[config.mk]
export PLATFORM = sky130hd
export DESIGN_NAME = dbg_top
export DESIGN_NICKNAME = d
export VERILOG_FILES = /design/src/dbg_axi_pkg.sv /design/src/dbg_reg_pkg.sv /design/src/dbg_wr_ctrl.sv /design/src/dbg_rd_ctrl.sv /design/src/dbg_regs.sv /design/src/dbg_top.sv
export VERILOG_INCLUDE_DIRS = /design/src /design/src/src
export SDC_FILE = /design/constraint.sdc
export NUM_CORES = 1
export LEC_CHECK = 0
export BUFFER_PORTS_ARGS = -buffer_cell sky130_fd_sc_hd__buf_2
export CAP_MARGIN = 30
export CORE_ASPECT_RATIO = 0.5
export CORE_MARGIN = 2
export CORE_UTILIZATION = 30
export CTS_CLUSTER_DIAMETER = 50
export DETAILED_ROUTE_END_ITERATION = 7
export GPL_TIMING_DRIVEN = 0
export PLACE_DENSITY = 0.64
export SLEW_MARGIN = 20
export SYNTH_ARGS = -nofsm -noshare
export SYNTH_HDL_FRONTEND = slang
export SYNTH_SLANG_ARGS = --single-unit
[constraint.sdc]
create_clock -name CLK -period 2.3 [get_ports CLK]
set_clock_uncertainty 0.1 [all_clocks]
set_input_delay 0.69 -clock CLK [delete_from_list [all_inputs] [get_ports CLK]]
set_output_delay 0.69 -clock CLK [all_outputs]
set_load 0.01 [all_outputs]
[src/dbg_macros.svh]
// ======================================================================
// bus widths for the debug peripheral port
// register map of the console, timer and completion registers
// ======================================================================

`ifndef DBG_MACROS_SVH
`define DBG_MACROS_SVH

// bus widths
`define DBG_ID_W 4
`define DBG_ADDR_W 32
`define DBG_DATA_W 64
`define DBG_STRB_W 8

// register map
`define DBG_ADDR_UART 32'h20000000 // console character
`define DBG_ADDR_TIMER 32'h20000008 // start/stop and live count
`define DBG_ADDR_CTRL_DHRY 32'h20000010 // dhrystone finished
`define DBG_ADDR_CTRL_CORE 32'h20000020 // coremark finished

`endif

[src/dbg_axi_pkg.sv]
// ======================================================================
// channel payload structs of the AXI-style slave port
// write address, write data, write response, read address, read data
// ======================================================================

`include "dbg_macros.svh"

package dbg_axi_pkg;

	typedef struct packed {
		logic [`DBG_ID_W-1:0] id;
		logic [`DBG_ADDR_W-1:0] addr;
	} aw_t;

	typedef struct packed {
		logic [`DBG_DATA_W-1:0] data;
		logic [`DBG_STRB_W-1:0] strb;
	} w_t;

	typedef struct packed {
		logic [`DBG_ID_W-1:0] id;
		logic [1:0] resp; // always okay
	} b_t;

	typedef struct packed {
		logic [`DBG_ID_W-1:0] id;
		logic [`DBG_ADDR_W-1:0] addr;
	} ar_t;

	typedef struct packed {
		logic [`DBG_ID_W-1:0] id;
		logic [`DBG_DATA_W-1:0] data;
		logic [1:0] resp; // always okay
	} r_t;

endpackage

[src/dbg_reg_pkg.sv]
// ======================================================================
// register side types: benchmark kind, accepted write,
// write data views and the completion report
// ======================================================================

`include "dbg_macros.svh"

package dbg_reg_pkg;

	typedef enum logic [1:0] {
		my_none = 2'd0,
		my_dhrystone = 2'd1,
		my_coremark = 2'd2
	} my_e;

	// one data word, seen as a command or as a console character
	typedef union packed {
		logic [`DBG_DATA_W-1:0] cmd;
		struct packed {
			logic [`DBG_DATA_W-9:0] unused;
			logic [7:0] ch;
		} chr;
	} wdata_u;

	typedef struct packed {
		logic strb; // write accepted this cycle
		logic [`DBG_ADDR_W-1:0] addr;
		wdata_u data;
	} reg_wr_t;

	typedef struct packed {
		logic success;
		my_e bench;
		logic [`DBG_DATA_W-1:0] cycles; // count at completion
	} result_t;

endpackage

[src/dbg_wr_ctrl.sv]
// ======================================================================
// write channel controller: awready/wready/bvalid handshake flops,
// BID capture and the register write strobe
// ======================================================================

`timescale 1ns/1ns
`include "dbg_macros.svh"

module dbg_wr_ctrl (
	input logic CLK,
	input logic RSTn,
	input dbg_axi_pkg::aw_t aw,
	input logic awvalid,
	output logic awready,
	input dbg_axi_pkg::w_t w,
	input logic wvalid,
	output logic wready,
	output dbg_axi_pkg::b_t b,
	output logic bvalid,
	input logic bready,
	output dbg_reg_pkg::reg_wr_t reg_wr
);

	logic ready_set; // both readies rise together
	logic accept;
	logic b_done;
	logic [`DBG_ID_W-1:0] bid;

	assign ready_set = ~awready & awvalid & wvalid;
	assign accept = awvalid & awready & wvalid & wready;
	assign b_done = bvalid & bready;

	always_ff @(posedge CLK or negedge RSTn) begin
		if (!RSTn) begin
			awready <= 1'b0;
			wready <= 1'b0;
			bvalid <= 1'b0;
		end else begin
			if (ready_set)
				awready <= 1'b1;
			else if (b_done)
				awready <= 1'b0; // held until response taken
			wready <= ready_set; // single cycle pulse
			if (accept)
				bvalid <= 1'b1;
			else if (bready)
				bvalid <= 1'b0;
		end
	end

	always_ff @(posedge CLK) begin
		if (accept)
			bid <= aw.id;
	end

	assign b.id = bid;
	assign b.resp = 2'b00;

	assign reg_wr.strb = accept;
	assign reg_wr.addr = aw.addr;
	assign reg_wr.data.cmd = w.data;

	// response and its ID are held until the master takes them
	assert property (@(posedge CLK) disable iff (!RSTn)
		bvalid && !bready |=> bvalid && $stable(b));

	assert property (@(posedge CLK) disable iff (!RSTn)
		wready |=> !wready);

endmodule

[src/dbg_rd_ctrl.sv]
// ======================================================================
// read channel controller: arready pulse, rvalid hold,
// RID and read data capture
// ======================================================================

`timescale 1ns/1ns
`include "dbg_macros.svh"

module dbg_rd_ctrl (
	input logic CLK,
	input logic RSTn,
	input dbg_axi_pkg::ar_t ar,
	input logic arvalid,
	output logic arready,
	output dbg_axi_pkg::r_t r,
	output logic rvalid,
	input logic rready,
	output logic [`DBG_ADDR_W-1:0] rd_addr,
	input logic [`DBG_DATA_W-1:0] rd_data
);

	logic accept;
	logic [`DBG_ID_W-1:0] rid;
	logic [`DBG_DATA_W-1:0] rdata;

	assign accept = arvalid & arready;
	assign rd_addr = ar.addr; // register lookup is combinational

	always_ff @(posedge CLK or negedge RSTn) begin
		if (!RSTn) begin
			arready <= 1'b0;
			rvalid <= 1'b0;
		end else begin
			arready <= ~arready & ~rvalid & arvalid; // pulse only when idle
			if (accept)
				rvalid <= 1'b1;
			else if (rready)
				rvalid <= 1'b0;
		end
	end

	always_ff @(posedge CLK) begin
		if (accept) begin
			rid <= ar.id;
			rdata <= rd_data; // sampled at accept
		end
	end

	assign r.id = rid;
	assign r.data = rdata;
	assign r.resp = 2'b00;

	assert property (@(posedge CLK) disable iff (!RSTn)
		rvalid && !rready |=> rvalid && $stable(r));

endmodule

[src/dbg_regs.sv]
// ======================================================================
// console, cycle timer and benchmark completion registers
// plus the combinational read lookup
// ======================================================================

`timescale 1ns/1ns
`include "dbg_macros.svh"

module dbg_regs (
	input logic CLK,
	input logic RSTn,
	input dbg_reg_pkg::reg_wr_t reg_wr,
	input logic [`DBG_ADDR_W-1:0] rd_addr,
	output logic [`DBG_DATA_W-1:0] rd_data,
	output logic uart_valid,
	output logic [7:0] uart_char,
	output dbg_reg_pkg::result_t result
);

	logic hit_uart;
	logic hit_timer;
	logic hit_dhry;
	logic hit_core;
	logic cmd_one;
	logic cmd_zero;
	logic timer_run;
	logic [`DBG_DATA_W-1:0] cycle_cnt;

	assign hit_uart = reg_wr.strb && (reg_wr.addr == `DBG_ADDR_UART);
	assign hit_timer = reg_wr.strb && (reg_wr.addr == `DBG_ADDR_TIMER);
	assign hit_dhry = reg_wr.strb && (reg_wr.addr == `DBG_ADDR_CTRL_DHRY);
	assign hit_core = reg_wr.strb && (reg_wr.addr == `DBG_ADDR_CTRL_CORE);
	assign cmd_one = (reg_wr.data.cmd == `DBG_DATA_W'(1));
	assign cmd_zero = (reg_wr.data.cmd == '0);

	// console strobe, one cycle per accepted write
	always_ff @(posedge CLK or negedge RSTn) begin
		if (!RSTn)
			uart_valid <= 1'b0;
		else
			uart_valid <= hit_uart;
	end

	always_ff @(posedge CLK) begin
		if (hit_uart)
			uart_char <= reg_wr.data.chr.ch; // low byte only
	end

	// the count lags the run flag by one edge, so the start edge
	// itself is not counted but the stop edge is
	always_ff @(posedge CLK or negedge RSTn) begin
		if (!RSTn) begin
			timer_run <= 1'b0;
			cycle_cnt <= '0;
		end else begin
			if (hit_timer && cmd_one)
				timer_run <= 1'b1;
			else if (hit_timer && cmd_zero)
				timer_run <= 1'b0;
			if (timer_run)
				cycle_cnt <= cycle_cnt + 1'b1;
		end
	end

	always_ff @(posedge CLK or negedge RSTn) begin
		if (!RSTn) begin
			result <= '0;
		end else if ((hit_dhry || hit_core) && cmd_one) begin
			result.success <= 1'b1; // sticky until reset
			result.bench <= hit_core ? dbg_reg_pkg::my_coremark :
				dbg_reg_pkg::my_dhrystone;
			result.cycles <= cycle_cnt;
		end
	end

	assign rd_data = (rd_addr == `DBG_ADDR_TIMER) ? cycle_cnt : '0;

	assert property (@(posedge CLK) disable iff (!RSTn)
		!timer_run |=> $stable(cycle_cnt));

endmodule

[src/dbg_top.sv]
// ======================================================================
// debug peripheral top: write and read channel controllers
// joined to the register block
// ======================================================================

`timescale 1ns/1ns
`include "dbg_macros.svh"

module dbg_top (
	input logic CLK,
	input logic RSTn,
	input dbg_axi_pkg::aw_t aw,
	input logic awvalid,
	output logic awready,
	input dbg_axi_pkg::w_t w,
	input logic wvalid,
	output logic wready,
	output dbg_axi_pkg::b_t b,
	output logic bvalid,
	input logic bready,
	input dbg_axi_pkg::ar_t ar,
	input logic arvalid,
	output logic arready,
	output dbg_axi_pkg::r_t r,
	output logic rvalid,
	input logic rready,
	output logic uart_valid,
	output logic [7:0] uart_char,
	output dbg_reg_pkg::result_t result
);

	dbg_reg_pkg::reg_wr_t reg_wr;
	logic [`DBG_ADDR_W-1:0] rd_addr;
	logic [`DBG_DATA_W-1:0] rd_data;

	dbg_wr_ctrl wr_ctrl_i (
		.CLK(CLK), .RSTn(RSTn),
		.aw(aw), .awvalid(awvalid), .awready(awready),
		.w(w), .wvalid(wvalid), .wready(wready),
		.b(b), .bvalid(bvalid), .bready(bready),
		.reg_wr(reg_wr)
	);

	dbg_rd_ctrl rd_ctrl_i (
		.CLK(CLK), .RSTn(RSTn),
		.ar(ar), .arvalid(arvalid), .arready(arready),
		.r(r), .rvalid(rvalid), .rready(rready),
		.rd_addr(rd_addr), .rd_data(rd_data)
	);

	dbg_regs regs_i (
		.CLK(CLK), .RSTn(RSTn),
		.reg_wr(reg_wr),
		.rd_addr(rd_addr), .rd_data(rd_data),
		.uart_valid(uart_valid), .uart_char(uart_char),
		.result(result)
	);

endmodule

==> results.cfg, run 1 <==
[run_status]
status = finished, violations left
failed_checks = negative setup slack

[synth]
yosys.area_share.simple_pct = 17.08
ys_seq_elements = 218
synth.avg_cell_area_um2 = 14.05
synth_xor_area_share_pct = 6.214
synth_enable_flop_cells = 80
synthMuxAreaShare_pct = 9.641
seq_area_frac_synth_pct = 64.92
synth_fa_ha_area_share_pct = 0.1387
ys.flop_type = dfrtp_1
syn-cell-area_um2 = 9020
synth_top_family_by_area = simple AND/OR/NAND/NOR gates
synth_compound_area_share_pct = 0.2913
synthDistinctLibCells = 39
synthArstFlopShare_pct = 63.30
yosysWarnings = 0
synth_cells = 642

[cells_and_area]
drive_gt1_share_pct = 45.18
mostFrequentLayoutCell = buf_2
fillCellCount = 2750
final_area_um2 = 12220
area_growth_pct = 35.46
final_nets = 1131
mostFrequentLayoutCells = buf_2 (296), dfrtp_1 (134), edfxtp_1 (80)
final_util_pct = 41.72

[clocking]
cts_max_level = 1
clock_path_buffers = 3
insertion_delay_ps = 540
cts.sinks = 218
clk_pin_slew_ps = 60
cts-root-buf = clkbuf_16
cts_tree = yes
cts_made_buffers = 23

[grt]
grt_util_all_layers_pct = 16.28
grt_pass1_wl_um = 39420
first_global_vias = 6577
grt_max_degree = 80
overflow = 0
antenna_found_initial = 3

[sta]
setup_ws_ps = -19.09
setup_viol_count_final = 16
whs_ps = 221.4
min_period_ps = 2319
final-hold-violation-count = 0
rsz0062_at_grt = true
timing.fmax_mhz = 431.2
slew_violations = 0
fin_crit_sh_pct = 100.8

[job]
maxCapViolations = 0

[power_and_ir_drop]
pwr_density_cell_nw_per_um2 = 691.2
p_total_mw = 8.445
leakage_nw = 5.865
ir_worst_vdd_mv = 0.4874

[placement]
dp_hpwl_um = 19230
portBuffers = 295
place_ws_ps = -855.7
routabilityCongestion = 1.004
place_area_um2 = 11090

[critical_path]
start_kind = input port
crit_path_start = w[70]
crit_required_ps = 2620
critPathCaptureType = flip-flop
crit_fanout = 8
worstPathArrival_ps = 2640
timing.rr.start = wr_ctrl_i.awready
critPathKind = input port to flip-flop

[die]
die_y_um = 126.6
fp-row-count = 44
die-area_um2 = 31550
die_w_um = 249.2
core-area_um2 = 29290
pin_count = 308
initial_core_util_pct = 30.80

[detailed_routing]
vias = 6394
postRouteWirelength_um = 25710
remaining_drc_errors = 0
drt_iter0_drc = 392
via_per_inst = 4.607
antenna_left = 0
post_drt_wl_per_cell_um = 18.52
first_pass_iters = 4

[min_path]
hp-class = input port to flip-flop
min_from = ar[33]
[report_power, final]
group	internal, mW	leakage, nW	total [mW]	switching [mW]
clock network	2.42	0.385	4.00	1.58
registers	4.08	2.69	4.09	0.0136
logic	0.151	2.79	0.349	0.198
[Yosys cell counts, drive strengths merged (2+ instances only)]
cell type / instances / area, um^2
nand3: 25 / 125.1
a21o: 2 / 15.01
nand2: 34 / 127.6
nor3b: 3 / 27.52
and4: 9 / 78.83
xnor2: 45 / 394.1
nand4b: 2 / 17.52
clkbuf: 10 / 37.54
dfrtp: 138 / 3453
nor3: 19 / 100.1
nor2: 22 / 82.58
edfxtp: 80 / 2402
and3: 4 / 25.02
xor2: 19 / 166.4
mux2: 67 / 859.6
and2: 70 / 437.9
nor4b: 2 / 17.52
inv: 6 / 22.52
or3: 2 / 12.51
buf: 11 / 91.33
nand4: 31 / 206.4
nor4: 32 / 251.5
[metrics by stage]
stage | instances | setup TNS, ps
after CTS | 1382 | 0
after global placement | 1331 | -339790
after floorplan | 645 | -3986
after detailed placement | 1333 | -95470
after global routing | 1388 | -1725
final | 1388 | -122.1
[worst paths after layout]
path	endpoint	slack [ps]	depth (start not counted)
max	regs_i.result[56]	-20	9
min	rd_ctrl_i.rid[1]	220	1
max reg2reg	regs_i.result[56]	60	8
min reg2reg	rd_ctrl_i.arready	360	1
max in group asynchronous	regs_i.cycle_cnt[3]	730	3
min in group asynchronous	rd_ctrl_i.rvalid	590	2
[worst max-delay path, cell delays in order]
cell and delay (ps):
buf_6 90, nor4_4 310, nand4_1 200, nor4_4 400, nand4b_1 160, buf_6 160, buf_12 150, clkbuf_16 160
mux2_4 290
[flip-flops by register name, summed over array words and instances, names as in the netlist]
register / cells
wr_ctrl_i.bid: 4
wr_ctrl_i.awready: 1
rd_ctrl_i.rvalid: 1
rd_ctrl_i.arready: 1
regs_i.uart_valid: 1
regs_i.uart_char: 8
wr_ctrl_i.bvalid: 1
wr_ctrl_i.wready: 1
rd_ctrl_i.rdata: 64
regs_i.cycle_cnt: 64
rd_ctrl_i.rid: 4
regs_i.result: 67
regs_i.timer_run: 1
[kinds of logic (layout without fill, tap and decap cells)]
family	after synthesis	count (layout)
mux	68	68
fa+ha+maj	1	1
flops	218	218
simple gates	259	259
xor+xnor	64	64
compound gates	4	4
other cells	1	5
buf+inv	27	378
[final cells by class]
| type | instances | area, um^2 | area share [%] |
|---|---|---|---|
| Clock buffer | 28 | 594.3 | 4.864 |
| Timing Repair Buffer | 309 | 1724 | 14.11 |
| Buffer | 21 | 171.4 | 1.403 |
| Multi-Input combinational cell | 400 | 3136 | 25.66 |
| Tap cell | 391 | 489.2 | 4.004 |
| Inverter | 6 | 22.52 | 0.1843 |
| Antenna cell | 1 | 2.502 | 0.02048 |
| Sequential cell | 218 | 5861 | 47.97 |
| Clock inverter | 14 | 217.7 | 1.782 |
[per-layer routing]
layer / track usage, % / part of all wire [%]
met1: 21.23 / 42
met2: 27.13 / 49
met3: 4.330 / 6.2
met4: 4.111 / 1.9
met5: 0 / 0.10
[what timing repair did]
action | 4_1_cts | 5_1_grt
hold endpoints to repair | 2 | 0
cloned | 2 | 1
setup buffers | 4 | 4
gates resized for setup | 27 | 13
hold buffers | 1 | 0
pin swaps | 6 | 8
endpoints found under the setup margin | 125 | 133
Power figures use the tool's default switching activity.
==> run 2, diff against run 1 <==
SETUP_SLACK_MARGIN = 0.1   (was unset)
==> results.cfg, run 2 (synthesis results as in run 1) <==
[cells_and_area]
largest_reg_flops = 67
largestRegisters = regs_i.result (67), rd_ctrl_i.rdata (64), regs_i.cycle_cnt (64)
final_nets = 1148
ff_latch_area_um2 = 5876
multi_input_area_um2 = 3234
fillCellCount = 2701
mostFrequentLayoutCells = buf_2 (288), dfrtp_1 (122), edfxtp_1 (80)
mostFrequentLayoutCell = buf_2
fin_cells = 1405
final_area_um2 = 12590
area_growth_pct = 39.55
regMostFlops = regs_i.result
drive_gt1_share_pct = 49.36

[placement]
place_inst = 1333
dp_hpwl_um = 19320
place_ws_ps = -770.1
routabilityCongestion = 0.9439
place_area_um2 = 11120
portBuffers = 295

[sta]
fin_crit_sh_pct = 100.5
relSlewSlack_pct = 65.44
rsz0062_at_grt = true
final-hold-violation-count = 0
setup_ws_ps = -10.59
tightest_slew_ps = 513.7
slew_violations = 0
timing.fmax_mhz = 432.8
whs_ps = 240.8
setup_viol_count_final = 4
min_period_ps = 2311

[grt]
grt_util_all_layers_pct = 16.45
overflow = 0
grt_max_degree = 91
grt_pass1_wl_um = 40060
antenna_found_initial = 2
first_global_vias = 6697

[detailed_routing]
postRouteWirelength_um = 26260
first_pass_iters = 4
drt_iter0_drc = 385
antenna_left = 0
remaining_drc_errors = 0
post_drt_wl_per_cell_um = 18.69
via_per_inst = 4.619
vias = 6490

[critical_path]
critPathCaptureType = flip-flop
start_kind = input port
crit_required_ps = 2620
path_cells = buf_2 -> nor4_4 -> nand4_1 -> nor4_4 -> nand4b_1 -> buf_6 -> buf_12 -> buf_12 -> buf_8 -> mux2_2
crit_fanout = 8
crit_slowest_cell = nor4_4
crit_path_max_incr_delay_ps = 370
worstPathArrival_ps = 2630
critPathKind = input port to flip-flop

[power_and_ir_drop]
seqPwrFrac_pct = 50.4
intPower_mw = 6.309
pwr_density_cell_nw_per_um2 = 645.1
pwr-share-comb_pct = 4.5
leakage_nw = 6.045
ir_worst_vdd_mv = 0.5292
swShare_pct = 22.30
clkPwrFrac_pct = 45.1
switchingPower_mw = 1.811
p_total_mw = 8.120

[die]
die-area_um2 = 31550
initial_core_util_pct = 30.80
fp-row-count = 44
die_w_um = 249.2
pin_count = 308
die_y_um = 126.6
core-area_um2 = 29290

[clocking]
cts-root-buf = clkbuf_16
cts.sinks = 218
clk_pin_slew_ps = 60
cts_tree = yes
clock_path_buffers = 3
cts_max_level = 1
insertion_delay_ps = 530
cts_made_buffers = 23

[min_path]
hp-class = input port to flip-flop

[run_status]
status = finished, violations left
failed_checks = negative setup slack

[job]
maxCapViolations = 0
run 2: per-stage QoR:
stage | utilization (%) | TNS, ps
2_1_floorplan | - | -2746
3_3_place_gp | 37.73 | -320390
3_5_place_dp | 37.95 | -83350
4_1_cts | 42.28 | 0
5_1_grt | 42.97 | -1061
6_report | 42.98 | -25.90
run 2: worst max-delay path: cells and delay by family:
kind                   cells  cell delay (ps)
muxes                      1              260
buffers and inverters      5              700
and+or+nand+nor            4              990
run 2: path summary, 6_finish.rpt:
| path | start | to | slack [ps] | cells past startpoint |
|---|---|---|---|---|
| max | w[18] | regs_i.result[3] | -10 | 10 |
| min | ar[32] | rd_ctrl_i.rid[0] | 240 | 1 |
| max reg2reg | wr_ctrl_i.awready | regs_i.result[3] | 0 | 9 |
| min reg2reg | regs_i.result[66] | regs_i.result[66] | 380 | 1 |
| max in group asynchronous | RSTn | regs_i.cycle_cnt[19] | 720 | 3 |
| min in group asynchronous | RSTn | rd_ctrl_i.rvalid | 550 | 2 |
run 2: what timing repair did:
item,in CTS,in global routing
gates cloned,5,2
pin swaps,15,14
setup endpoints to repair,154,166
hold endpoints to repair,45,0
gates resized for setup,48,49
setup buffers,18,3
hold buffers,1,0
run 2: area by class of cell:
type	count	area share [%]
Clock inverter	8	0.5865
Multi-Input combinational cell	400	25.70
Inverter	6	0.1789
Buffer	21	1.819
Sequential cell	218	46.68
Antenna cell	1	0.01988
Tap cell	391	3.887
Clock buffer	34	5.378
Timing Repair Buffer	326	15.76
run 2: power groups by stage:
stage | clock [mW] | combinational, mW | sequential [mW]
after floorplan | 0 | 0.0517 | 4.20
after global placement | 0 | 0.325 | 4.17
after detailed placement | 0 | 0.346 | 4.17
after CTS | 3.74 | 0.363 | 4.09
after global routing | 3.92 | 0.398 | 4.09
final | 3.66 | 0.363 | 4.09
run 2: layer usage:
layer,vias to the layer above,part of all wire (%),track usage (%)
met5,-,0.057,0
met4,2,1.5,3.047
met3,27,5.2,3.694
met2,108,50,28.23
met1,3324,43,21.66
li1,3029,-,-
==> run 3, diff against run 2 <==
CORE_MARGIN = unset   (was 2)
==> results.cfg, run 3 (synthesis results as in run 1) <==
[clocking]
cts_tree = yes
cts_made_buffers = 23
clock_path_buffers = 3
insertion_delay_ps = 520
cts_max_level = 1
clk_pin_slew_ps = 60
cts.sinks = 218
cts-root-buf = clkbuf_16
hold_buffers = 0

[min_path]
hp-class = input port to async pin

[detailed_routing]
via_per_inst = 4.568
postRouteWirelength_um = 25360
vias = 6446
antenna_left = 0
remaining_drc_errors = 6
first_pass_iters = 6
drt_iter0_drc = 329
post_drt_wl_per_cell_um = 17.97

[cells_and_area]
final_nets = 1153
mostFrequentLayoutCells = buf_2 (285), dfrtp_1 (125), edfxtp_1 (80)
drive_gt1_share_pct = 49.61
area_growth_pct = 40.59
largest_reg_flops = 67
fillCellCount = 2658
regMostFlops = regs_i.result
largestRegisters = regs_i.result (67), rd_ctrl_i.rdata (64), regs_i.cycle_cnt (64)
mostFrequentLayoutCell = buf_2

[sta]
fin_crit_sh_pct = 97.50
setup_viol_count_final = 0
relSlewSlack_pct = 57.65
whs_ps = 45.50
final-hold-violation-count = 0
slew_violations = 0
tightest_slew_ps = 635.3
tns_ps = 0
min_period_ps = 2243
rsz0062_at_grt = true
timing.fmax_mhz = 445.9

[power_and_ir_drop]
ir_worst_vdd_mv = 0.4693
p_total_mw = 8.290
swShare_pct = 22.02
intPower_mw = 6.464
clkPwrFrac_pct = 46.2
pwr-share-comb_pct = 4.5
pwr_density_cell_nw_per_um2 = 653.8
leakage_nw = 6.115
seqPwrFrac_pct = 49.4
switchingPower_mw = 1.826

[critical_path]
critPathKind = input port to flip-flop
crit_fanout = 5
timing.rr.start = wr_ctrl_i.awready
critPathCaptureType = flip-flop
start_kind = input port
ff2ff_path_depth = 8
crit_required_ps = 2610
r2r-end = regs_i.result[38]
worstPathArrival_ps = 2550
r2r_slack_ps = 140

[grt]
antenna_found_initial = 1
grt_util_all_layers_pct = 16.37
grt_pass1_wl_um = 38910
first_global_vias = 6682
grt_max_degree = 84
overflow = 0

[placement]
portBuffers = 295
dp_hpwl_um = 18160
routabilityCongestion = 1.002

[die]
fp-row-count = 44
die_w_um = 247.2
initial_core_util_pct = 30.80
core-area_um2 = 29290
pin_count = 308
die-area_um2 = 30810
die_y_um = 124.6

[job]
maxCapViolations = 0

[run_status]
failed_checks = design-rule violations
status = finished, violations left
-- run 3: cell count changes in the layout (fill, tap and decap cells not counted), moves of 3 or more --
cell     before  now
buf_2       288  285
buf_4        16   24
dfrtp_1     122  125
dfrtp_2      16   13
nor4_1       18   14
nor4_2        4    8
-- run 3: cell type report --
| class | instances | area, um^2 | area share [%] |
|---|---|---|---|
| Sequential cell | 218 | 5872 | 46.30 |
| Multi-Input combinational cell | 400 | 3254 | 25.66 |
| Timing Repair Buffer | 331 | 2028 | 15.99 |
| Clock buffer | 30 | 641.9 | 5.062 |
| Tap cell | 391 | 489.2 | 3.858 |
| Buffer | 21 | 224.0 | 1.766 |
| Clock inverter | 12 | 143.9 | 1.135 |
| Inverter | 6 | 22.52 | 0.1776 |
| Antenna cell | 2 | 5.005 | 0.03947 |
-- run 3: critical path, cell delays in order --
cell	delay [ps]
buf_2	110
nor4_2	260
nand4_1	200
nor4_4	370
nand4b_1	160
buf_6	170
buf_12	150
buf_12	140
mux2_4	300
-- run 3: per-layer routing --
layer  global-route usage [%]  routed length (um)  vias up
li1                         -                   -     3029
met1                    22.60               11380     3259
met2                    26.23               12350      114
met3                    3.297                 970       44
met4                    4.222                 653        0
met5                        0                   0        -
-- run 3: worst max path at each step --
stage,start,endpoint,slack [ps],cells past startpoint
floorplan,w[22],regs_i.result[35],-100,7
global placement,RSTn,regs_i.result[18],-1570,1
detailed placement,w[27],regs_i.result[50],-740,8
CTS,w[65],regs_i.result[59],20,10
global route,w[52],regs_i.result[38],-20,9
finish,w[29],regs_i.result[38],60,9
-- run 3: per-stage QoR --
stage,std cells,utilization [%],worst slack (ps),area [um^2]
after floorplan,645,-,-98.96,9084
after CTS,1399,42.35,22.78,12400
after detailed placement,1333,37.93,-737.9,11110
after global routing,1409,43.28,-17.16,12680
final,1411,43.30,57.40,12680
after global placement,1331,37.73,-1569,11050
-- run 3: what timing repair did --
action	4_1_cts	5_1_grt
gates cloned	6	2
endpoints found under the hold margin	0	0
buffers inserted	18	9
endpoints found under the setup margin	152	169
resized for setup	45	55
pin swaps	14	16
-- run 3: power groups by stage --
stage	logic [mW]	clock network [mW]	registers [mW]
final	0.371	3.83	4.09
after global routing	0.401	4.06	4.09
after CTS	0.357	3.91	4.09
after detailed placement	0.345	0	4.17
after global placement	0.321	0	4.17
after floorplan	0.0517	0	4.20
